### src/dma_rd_cfg.svh
`ifndef DMA_RD_CFG_SVH
`define DMA_RD_CFG_SVH

// number of requesting channels
`define DMA_RD_CHANNELS 8

// word address and length width, in 8-byte words
`define DMA_RD_WADDR_W 27

// read data width
`define DMA_RD_DATA_W 64

// byte address bits below one word
`define DMA_RD_BYTE_SHIFT 3

// depth of data and tag buffers, also the read credit limit
`define DMA_RD_FIFO_DEPTH 16

// cycles a channel stays masked after its ack
`define DMA_RD_HOLDOFF 4

`endif

### src/dma_rd_pkg.sv
`default_nettype none

`include "dma_rd_cfg.svh"

package dma_rd_pkg;

  // request as presented by one channel
  typedef struct packed {
    logic [`DMA_RD_WADDR_W-1:0] addr;
    logic [`DMA_RD_WADDR_W-1:0] len;
  } dma_rd_chan_req_t;

  // transfer handed from arbiter to issue logic
  typedef struct packed {
    logic [`DMA_RD_WADDR_W-1:0]  addr;
    logic [`DMA_RD_WADDR_W-1:0]  len;
    logic [`DMA_RD_CHANNELS-1:0] chan;
  } dma_rd_cmd_t;

  // side info kept per issued read
  typedef struct packed {
    logic [`DMA_RD_CHANNELS-1:0] chan;
    logic                        last;
  } dma_rd_tag_t;

  typedef logic [`DMA_RD_DATA_W-1:0] dma_rd_data_t;

endpackage

`default_nettype wire

### src/dma_rd_arbiter.sv
`timescale 1ns/1ps
`default_nettype none

`include "dma_rd_cfg.svh"

module dma_rd_arbiter
  import dma_rd_pkg::*;
(
  input  wire logic                        clk,
  input  wire logic                        rst,
  input  wire logic [`DMA_RD_CHANNELS-1:0] req_i,
  input  wire dma_rd_chan_req_t            chan_i [`DMA_RD_CHANNELS],
  input  wire logic                        done_i,
  output logic [`DMA_RD_CHANNELS-1:0]      ack_o,
  output logic                             cmd_valid_o,
  output dma_rd_cmd_t                      cmd_o
);

  localparam int N  = `DMA_RD_CHANNELS;
  localparam int HW = $clog2(`DMA_RD_HOLDOFF + 1);

  logic [N-1:0]   req_q;
  logic [N-1:0]   holding;
  logic [HW-1:0]  hold_cnt [N];
  logic [N-1:0]   base;
  logic           busy;
  logic [2*N-1:0] req_dbl;
  logic [2*N-1:0] pick_dbl;
  logic [N-1:0]   gnt;
  dma_rd_chan_req_t win_req;

  // channel is masked for a few cycles after its grant
  always_comb
  begin
    for (int k = 0; k < N; k++)
      holding[k] = (hold_cnt[k] != '0);
  end

  always_ff @(posedge clk)
  begin
    if (rst)
      req_q <= '0;
    else
      req_q <= req_i & ~holding;
  end

  // first requester at or after base, wrapping around
  assign req_dbl  = {req_q, req_q};
  assign pick_dbl = req_dbl & ~(req_dbl - {{N{1'b0}}, base});
  assign gnt      = busy ? '0 : (pick_dbl[N-1:0] | pick_dbl[2*N-1:N]);

  always_comb
  begin
    win_req = '0;
    for (int k = 0; k < N; k++)
      if (gnt[k])
        win_req = chan_i[k];
  end

  always_ff @(posedge clk)
  begin
    if (rst)
    begin
      ack_o       <= '0;
      cmd_valid_o <= 1'b0;
      busy        <= 1'b0;
      base        <= N'(1);
      for (int k = 0; k < N; k++)
        hold_cnt[k] <= '0;
    end
    else
    begin
      ack_o       <= gnt;
      cmd_valid_o <= |gnt;
      if (|gnt)
      begin
        busy <= 1'b1;
        base <= {gnt[N-2:0], gnt[N-1]};
      end
      else if (done_i)
        busy <= 1'b0;
      for (int k = 0; k < N; k++)
      begin
        if (gnt[k])
          hold_cnt[k] <= HW'(`DMA_RD_HOLDOFF);
        else if (holding[k])
          hold_cnt[k] <= hold_cnt[k] - 1'b1;
      end
    end
  end

  always_ff @(posedge clk)
  begin
    if (|gnt)
      cmd_o <= '{addr: win_req.addr, len: win_req.len, chan: gnt};
  end

  a_ack_onehot: assert property (@(posedge clk) disable iff (rst) $onehot0(ack_o));

endmodule

`default_nettype wire

### src/dma_rd_engine.sv
`timescale 1ns/1ps
`default_nettype none

`include "dma_rd_cfg.svh"

module dma_rd_engine
  import dma_rd_pkg::*;
(
  input  wire logic                        clk,
  input  wire logic                        rst,
  input  wire logic [`DMA_RD_CHANNELS-1:0] req_i,
  input  wire dma_rd_chan_req_t            chan_i [`DMA_RD_CHANNELS],
  output logic [`DMA_RD_CHANNELS-1:0]      ack_o,
  output logic                             arvalid_o,
  input  wire logic                        arready_i,
  output logic [`DMA_RD_WADDR_W+`DMA_RD_BYTE_SHIFT-1:0] araddr_o,
  input  wire logic                        rvalid_i,
  input  wire dma_rd_data_t                rdata_i,
  output logic                             rready_o,
  input  wire logic                        dout_rdy_i,
  output dma_rd_data_t                     dout_o,
  output logic [`DMA_RD_CHANNELS-1:0]      dout_en_o,
  output logic                             dout_eop_o
);

  dma_rd_cmd_t  cmd;
  logic         cmd_valid;
  logic         done;
  logic         tag_push;
  dma_rd_tag_t  tag_in;
  dma_rd_tag_t  tag_head;
  dma_rd_data_t data_head;
  logic         data_empty;
  logic         data_full;
  logic         pop;

  dma_rd_arbiter i_dma_rd_arbiter (
    .clk         (clk),
    .rst         (rst),
    .req_i       (req_i),
    .chan_i      (chan_i),
    .done_i      (done),
    .ack_o       (ack_o),
    .cmd_valid_o (cmd_valid),
    .cmd_o       (cmd)
  );

  dma_rd_issue i_dma_rd_issue (
    .clk          (clk),
    .rst          (rst),
    .cmd_valid_i  (cmd_valid),
    .cmd_i        (cmd),
    .arready_i    (arready_i),
    .credit_ret_i (pop),
    .arvalid_o    (arvalid_o),
    .araddr_o     (araddr_o),
    .tag_push_o   (tag_push),
    .tag_o        (tag_in),
    .done_o       (done)
  );

  dma_rd_fifo #(.T(dma_rd_data_t), .DEPTH(`DMA_RD_FIFO_DEPTH)) i_data_fifo (
    .clk     (clk),
    .rst     (rst),
    .push_i  (rvalid_i & rready_o),
    .din_i   (rdata_i),
    .pop_i   (pop),
    .dout_o  (data_head),
    .empty_o (data_empty),
    .full_o  (data_full)
  );

  // tags run ahead of data, never behind
  dma_rd_fifo #(.T(dma_rd_tag_t), .DEPTH(`DMA_RD_FIFO_DEPTH)) i_tag_fifo (
    .clk     (clk),
    .rst     (rst),
    .push_i  (tag_push),
    .din_i   (tag_in),
    .pop_i   (pop),
    .dout_o  (tag_head),
    .empty_o (),
    .full_o  ()
  );

  assign rready_o = ~data_full;
  assign pop      = ~data_empty & dout_rdy_i;

  always_ff @(posedge clk)
  begin
    dout_o <= data_head;
  end

  always_ff @(posedge clk)
  begin
    if (rst)
    begin
      dout_en_o  <= '0;
      dout_eop_o <= 1'b0;
    end
    else
    begin
      dout_en_o  <= pop ? tag_head.chan : '0;
      dout_eop_o <= pop & tag_head.last;
    end
  end

  // credit limit keeps the data buffer from ever refusing a returned word
  a_rready_held: assert property (@(posedge clk) disable iff (rst) rvalid_i |-> rready_o);

endmodule

`default_nettype wire

### src/dma_rd_fifo.sv
`timescale 1ns/1ps
`default_nettype none

`include "dma_rd_cfg.svh"

module dma_rd_fifo #(
  parameter type T     = logic [7:0],
  parameter int  DEPTH = `DMA_RD_FIFO_DEPTH
) (
  input  wire logic clk,
  input  wire logic rst,
  input  wire logic push_i,
  input  wire T     din_i,
  input  wire logic pop_i,
  output T          dout_o,
  output logic      empty_o,
  output logic      full_o
);

  localparam int AW = (DEPTH > 1) ? $clog2(DEPTH) : 1;

  T               mem [DEPTH];
  logic [AW-1:0]  wr_ptr;
  logic [AW-1:0]  rd_ptr;
  logic [AW:0]    count;

  always_ff @(posedge clk)
  begin
    if (push_i)
      mem[wr_ptr] <= din_i;
  end

  always_ff @(posedge clk)
  begin
    if (rst)
    begin
      wr_ptr <= '0;
      rd_ptr <= '0;
      count  <= '0;
    end
    else
    begin
      if (push_i)
        wr_ptr <= (wr_ptr == AW'(DEPTH - 1)) ? '0 : wr_ptr + 1'b1;
      if (pop_i)
        rd_ptr <= (rd_ptr == AW'(DEPTH - 1)) ? '0 : rd_ptr + 1'b1;
      case ({push_i, pop_i})
        2'b10:   count <= count + 1'b1;
        2'b01:   count <= count - 1'b1;
        default: count <= count;
      endcase
    end
  end

  // head entry is visible without a pop
  assign dout_o  = mem[rd_ptr];
  assign empty_o = (count == '0);
  assign full_o  = (count == (AW+1)'(DEPTH));

  a_no_overflow: assert property (@(posedge clk) disable iff (rst) !(push_i && full_o));
  a_no_underflow: assert property (@(posedge clk) disable iff (rst) !(pop_i && empty_o));

endmodule

`default_nettype wire

### src/dma_rd_issue.sv
`timescale 1ns/1ps
`default_nettype none

`include "dma_rd_cfg.svh"

module dma_rd_issue
  import dma_rd_pkg::*;
(
  input  wire logic  clk,
  input  wire logic  rst,
  input  wire logic  cmd_valid_i,
  input  wire dma_rd_cmd_t cmd_i,
  input  wire logic  arready_i,
  input  wire logic  credit_ret_i,
  output logic       arvalid_o,
  output logic [`DMA_RD_WADDR_W+`DMA_RD_BYTE_SHIFT-1:0] araddr_o,
  output logic       tag_push_o,
  output dma_rd_tag_t tag_o,
  output logic       done_o
);

  localparam int W  = `DMA_RD_WADDR_W;
  localparam int CW = $clog2(`DMA_RD_FIFO_DEPTH + 1);

  logic [W-1:0]                  waddr;
  logic [W-1:0]                  remain;
  logic [`DMA_RD_CHANNELS-1:0]   chan;
  logic                          active;
  logic [CW-1:0]                 credit;
  logic                          hs;
  logic                          last;

  assign hs   = arvalid_o & arready_i;
  assign last = (remain == W'(1));

  // credit only drops on a handshake, so araddr stays put while valid
  assign arvalid_o = active & (credit != '0);
  assign araddr_o  = {waddr, {`DMA_RD_BYTE_SHIFT{1'b0}}};
  assign done_o    = hs & last;

  assign tag_push_o = hs;
  assign tag_o      = '{chan: chan, last: last};

  always_ff @(posedge clk)
  begin
    if (rst)
      active <= 1'b0;
    else if (cmd_valid_i)
      active <= 1'b1;
    else if (done_o)
      active <= 1'b0;
  end

  always_ff @(posedge clk)
  begin
    if (cmd_valid_i)
    begin
      waddr  <= cmd_i.addr;
      remain <= cmd_i.len;
      chan   <= cmd_i.chan;
    end
    else if (hs)
    begin
      waddr  <= waddr + 1'b1;
      remain <= remain - 1'b1;
    end
  end

  // one credit per free slot in the data buffer
  always_ff @(posedge clk)
  begin
    if (rst)
      credit <= CW'(`DMA_RD_FIFO_DEPTH);
    else
      case ({credit_ret_i, hs})
        2'b10:   credit <= credit + 1'b1;
        2'b01:   credit <= credit - 1'b1;
        default: credit <= credit;
      endcase
  end

  a_credit_max: assert property (@(posedge clk) disable iff (rst)
    credit <= CW'(`DMA_RD_FIFO_DEPTH));

endmodule

`default_nettype wire

### config.mk
export PLATFORM = sky130hd
export DESIGN_NAME = dma_rd_engine
export DESIGN_NICKNAME = d
export VERILOG_FILES = /design/src/dma_rd_pkg.sv /design/src/dma_rd_arbiter.sv /design/src/dma_rd_engine.sv /design/src/dma_rd_fifo.sv /design/src/dma_rd_issue.sv
export VERILOG_INCLUDE_DIRS = /design/src
export SDC_FILE = /design/constraint.sdc
export NUM_CORES = 2
export LEC_CHECK = 0
export BUFFER_PORTS_ARGS = -buffer_cell sky130_fd_sc_hd__buf_4
export CAP_MARGIN = 40
export CORE_ASPECT_RATIO = 0.8
export CORE_MARGIN = 3
export CORE_UTILIZATION = 41
export DETAILED_ROUTE_END_ITERATION = 16
export SETUP_SLACK_MARGIN = 0.5
export SYNTH_ARGS = -nofsm -noshare
export SYNTH_HDL_FRONTEND = slang
export SYNTH_SLANG_ARGS = --single-unit
### constraint.sdc
create_clock -name clk -period 7.55 [get_ports clk]
set_input_delay 1.1325 -clock clk [delete_from_list [all_inputs] [get_ports clk]]
set_output_delay 1.1325 -clock clk [all_outputs]
set_load 0.05 [all_outputs]
### Word level (Yosys, flattened, before mapping)

Memory sizes are Yosys's and may differ from the RTL's. A register that Yosys moved wholly into a read port is not among the register bits.
Cells that the tools add are included.

* bits in latches: 0
* input bits: 509
* memories kept: 3
* output and inout port bits: 113
* memory bits (writable): 1192
* memory bits (read-only): 0
* register bits: 186
* logic and storage cells: 201

Memory list
* i_data_fifo.mem: depth 16, width 64, read ports 1, clocked after memory_dff 1, wr ports 1, line dma_rd_fifo.sv:22 `T mem [DEPTH];`
* i_tag_fifo.mem: depth 16, width 9, read ports 1, clocked after memory_dff 1, wr ports 1, line dma_rd_fifo.sv:22
* i_dma_rd_arbiter.hold_cnt: depth 8, width 3, read ports 8, clocked after memory_dff 0, wr ports 8, line dma_rd_arbiter.sv:24 `logic [HW-1:0] hold_cnt [N];`

* magnitude comparators: 0
* muxes and demuxes: 102
* divide/modulo/power cells: 0
* shift operators: 0
* bitwise operators: 30
* equality and inequality tests: 10
* reduce and logical (&&, ||, !) cells: 17
* add/sub/neg operators: 19
* multiply operators: 0

Operators with widths (number)
* $mux 54: 8
* $mux 27: 4
* $mux 1: 65
* $mux 3: 16
* $add 27x1->27 const B: 1
* $eq 27x1->1 const B: 1
* $sub 27x1->27 const B: 1
* $mux 4: 6
* $reduce_bool 3->1: 8
* $sub 3x1->3 const B: 8
* $pmux 5 s2: 2
* $add 4x1->4 const B: 4
* $and 16x16->16: 1
* $eq 4x4->1 const B: 4
* $not 16->16: 1
* $or 1x1->1: 16
* $sub 16x8->16: 1
* $add 5x1->5 const B: 2
* $reduce_bool 2->1: 5
* $sub 5x1->5 const B: 2
* $and 8x8->8: 1
* $mux 8: 1
* $not 8->8: 1
* $or 8x8->8: 1
* 9 further kinds: 18

### Longest topological paths before layout

* depth after elaboration: 13
* depth in mapped cells: 14
* depth with buffers taken out: 13

### Modules after synthesis

A second synthesis with hierarchy kept.

* cell total of the unflattened synthesis: 3454
* area total of the unflattened synthesis: 59632.2 um2

By module, submodules not included
* dma_rd_fifo at i_data_fifo: cells each 1680, instances 1, area each 39200.1 um2
* dma_rd_arbiter: cells each 942, instances 1, area each 8324.2 um2
* dma_rd_fifo at i_tag_fifo: cells each 342, instances 1, area each 6488.7 um2
* dma_rd_issue: cells each 405, instances 1, area each 4026.4 um2
* dma_rd_engine: cells each 85, instances 1, area each 1592.8 um2

### Worst setup path before layout

Ideal clock, no wire load.

* kind: input-to-reg
* start point: input port rvalid_i
* end point: memory i_data_fifo.mem[3][0] in the netlist's numbering, enable pin
* data required time: 6.985 ns
* stages on the path: 4
* path buffers: 1
* data arrival time: 6.035 ns
* slack: 0.951 ns
* cells stage by stage: and2_1 > clkbuf_1 > nand2_1 > nor3_1

* cells in the longest elaborated chain, start to end: 3

RTL lines
* start: declaration: line dma_rd_engine.sv:17 `input wire logic rvalid_i,`
* $and 1x1->1: line dma_rd_engine.sv:65 `.push_i (rvalid_i & rready_o),`
* $mux 1: line dma_rd_fifo.sv:29 `if (push_i)`
* $mux 1 (implied by the code): line dma_rd_fifo.sv:30 `mem[wr_ptr] <= din_i;`
* end: declaration: line dma_rd_fifo.sv:22

No other way between the ends.

==> metrics.yaml <==
synth_fa_ha_area_frac: 0.0103
ys_warn_count: 0
slowest_stage: "a311oi_1"
period_share: 0.591
finalSetupViolCount: 0
fin_area_mm2: 0.0715
initial_core_util: 0.414
critPathKind: "flop to flop"
drt_first_pass_iters: 5
dp_hpwl_um: 109000
clk_pin_slew_ns: 0.06
finalWorstSetupSlack_ns: 3.08
p_sw_mw: 7.87
timing.rr.start: "i_dma_rd_arbiter.req_q[0]"
routedWlPerCell_um: 28.2
drive_gt1_frac: 0.324
max_slew_margin: 0.259
seqPwrFrac: 0.421
vias: 34300
grt_usage: 0.224
dp_slack_ns: 3.22
wirelength_um: 170000
holdPathStages: 0
synthArstFlopShare: 0
powerDensity_mw_per_mm2: 342
synth_top_family_by_area: "multiplexers"
crit_required_ns: 8.06
muxShareOfSynthArea: 0.138
rr_worst_depth: 11
grt_pass1_wl_um: 245000
rrSetupSlack_ns: 3.08
critPathCaptureType: "flop"
dp.cells: 5751
clkLatencyLatePin_ns: 0.78
fin_cells: 6035
grt_pass1_vias: 34000
clockBufferDepth: 3
gp_congestion: 1.05
antenna_found_initial: 21
yosysMostFrequentCell: "edfxtp_1"
p_total_mw: 24.4
synthDominantCellAreaShare: 0.666
cts.sinks: 1446
synth_area_leader_cell: "edfxtp_1"
synth_compound_area_frac: 0.0649
grt_max_degree: 106
hold_buffers: 0
cts_max_level: 4
multi_input_area_mm2: 0.0161
drc: 0
crit_chain: "nand2b_1 -> fa_2 -> a21o_1 -> a31oi_2 -> o211a_1 -> o21ai_4 -> buf_4 -> inv_2 -> a311oi_1 -> o31ai_1 -> o2bb2ai_1"
clock.fmax_mhz: 224
leakagePower_nw: 23.7
cts_buffers: 146
cts_tree: "built"
min_to: "i_dma_rd_issue.chan[7]"
cpPeakStageDelay_ns: 1.02
synthDistinctLibCells: 68
r2r_end: "i_dma_rd_arbiter.cmd_o[41]"
dpl_cell_area_mm2: 0.0668
die_h_um: 346
row_count: 124
core_mm2: 0.143
synthFlopType: "edfxtp_1"
ant_nets: 0
avgSynthCellArea_um2: 17.6
cp_max_fo: 65
avgViaCountPerCell: 5.69
power_frac_clock: 0.288
comb_power_share: 0.290
switching_share: 0.322
finalClockSkew_ns: 0.0433
ctsResizeCount: 0
hold_viol: 0
dieArea_mm2: 0.149
rsz0062_at_grt: "no"
io_buffers: 618
synth.area.top_cells: "edfxtp_1 67%, mux4_2 14%, dfxtp_1 4.4%"
startpoint: "i_dma_rd_arbiter.req_q[0]"
setup_tns_ns: 0
area_growth_pct: 20.4
worst_pin_slew_ns: 1.10
synthXorXnorAreaFrac: 0.0102
io_pins: 622
n_fill_cell: 12000
max-vdd-ir-drop_v: 0.000301
cap_violations: 0
arrival_ns: 4.98
synthSimpleGateAreaFrac: 0.0448
synth_common_cells: "1316 x edfxtp_1, 356 x mux4_2, 205 x nor2_1"
grt_overflow: 0
postCtsSetupBuffers: 0
status: "finished, final reports clean"
synth-seq-area-share: 0.710
hp-start: "i_dma_rd_arbiter.cmd_o[7]"
syn-cell-area_mm2: 0.0594
hold_path_class: "flop to flop"
die_x_um: 431
nets: 4566
postSynthCellCount: 3378
start_kind: "flop"
drv_slew: 0
min_period_ns: 4.47
synth_edf_count: 1316
p_int_mw: 16.6
drtIter0Drc: 3722
clock_tree.root_cell: "clkbuf_16"
synth-seq-cells: 1446
regArea_mm2: 0.0421
## cell families after synthesis
| kind of cell | Yosys count |
|---|---|
| mux | 371 |
| compound gates | 538 |
| xor+xnor | 69 |
| flops | 1446 |
| simple gates | 564 |
| buf+inv | 342 |
| other cells | 1 |
| fa+ha+maj | 47 |
## how the worst max path moves through the flow
stage / cells past startpoint / to / slack [ns]
global route: 12 / i_dma_rd_arbiter.cmd_o[19] / 2.92
global placement: 11 / i_dma_rd_arbiter.cmd_o[19] / 2.95
floorplan: 4 / i_data_fifo.mem[3][0] / 0.95
finish: 11 / i_dma_rd_arbiter.cmd_o[41] / 3.08
detailed placement: 11 / i_dma_rd_arbiter.cmd_o[19] / 3.22
CTS: 11 / i_dma_rd_arbiter.cmd_o[19] / 3.20
## routing by layer
layer,global-route usage,part of all wire,vias to the layer above
met5,0,0.00033,-
met2,0.326,0.45,1397
met3,0.0568,0.086,248
li1,-,-,14900
met1,0.337,0.44,17700
met4,0.0595,0.021,8
## cell type report
cell class              count  area share
repair buffers            719      0.0804
diodes                     13    0.000455
clock inverters            72     0.00800
clock buffers             198      0.0572
inverters                 105     0.00552
flip-flops and latches   1446       0.590
well taps                1890      0.0331
multi-input cells        1592       0.226
## cell usage in the layout, fill, tap and decap left out, types with 9 or more instances in the layout
master	instances
and2_1	51
mux2i_1	14
nand2_1	152
nor2_1	192
buf_4	694
mux4_2	356
nand2b_1	10
inv_1	99
xnor2_1	34
o2bb2ai_1	54
clkbuf_8	9
a31oi_1	54
nand3_1	17
clkinv_1	30
or3_1	9
a311oi_1	110
o21ai_0	51
nor2b_1	24
edfxtp_1	1316
ha_1	44
nor4_1	18
clkbuf_1	36
o31ai_1	56
clkbuf_16	153
buf_16	13
xor2_1	34
a211oi_1	74
a21oi_1	90
nor2_4	14
clkinv_2	23
nor3_1	25
dfxtp_1	124
diode_2	13
## critical path: cells and delay by family (launching register included)
kind	cells	cell delay, ns
buffers and inverters	2	1.21
adders and majority gates	1	0.26
DFF	1	0.39
and+or+nand+nor	1	0.22
AOI/OAI and AO/OA	7	2.05
## power groups by stage
stage	Sequential, mW	Clock (mW)	Combinational [mW]
after floorplan	11.1	0	4.04
after global placement	10.6	0	6.88
after detailed placement	10.5	0	7.10
after CTS	10.3	7.23	7.11
after global routing	10.4	7.54	7.56
final	10.3	7.05	7.09
## state kept, by name, indices dropped and copies added (netlist names), 8 cells and up, named ones only
register / cells
dout_o: 64
i_tag_fifo.mem: 144
i_dma_rd_issue.waddr: 27
i_dma_rd_arbiter.req_q: 8
i_dma_rd_arbiter.ack_o: 8
i_dma_rd_arbiter.cmd_o: 62
i_data_fifo.mem: 1024
i_dma_rd_arbiter.hold_cnt: 24
i_dma_rd_arbiter.base: 8
dout_en_o: 8
i_dma_rd_issue.remain: 27
i_dma_rd_issue.chan: 8
## stage by stage
step	util	hold WS, ns
CTS	0.498	0.426
finish	0.498	0.424
global route	0.498	0.430
global placement	0.462	0.403
floorplan	-	0.400
detailed placement	0.466	0.406
Power figures use the tool's default switching activity.
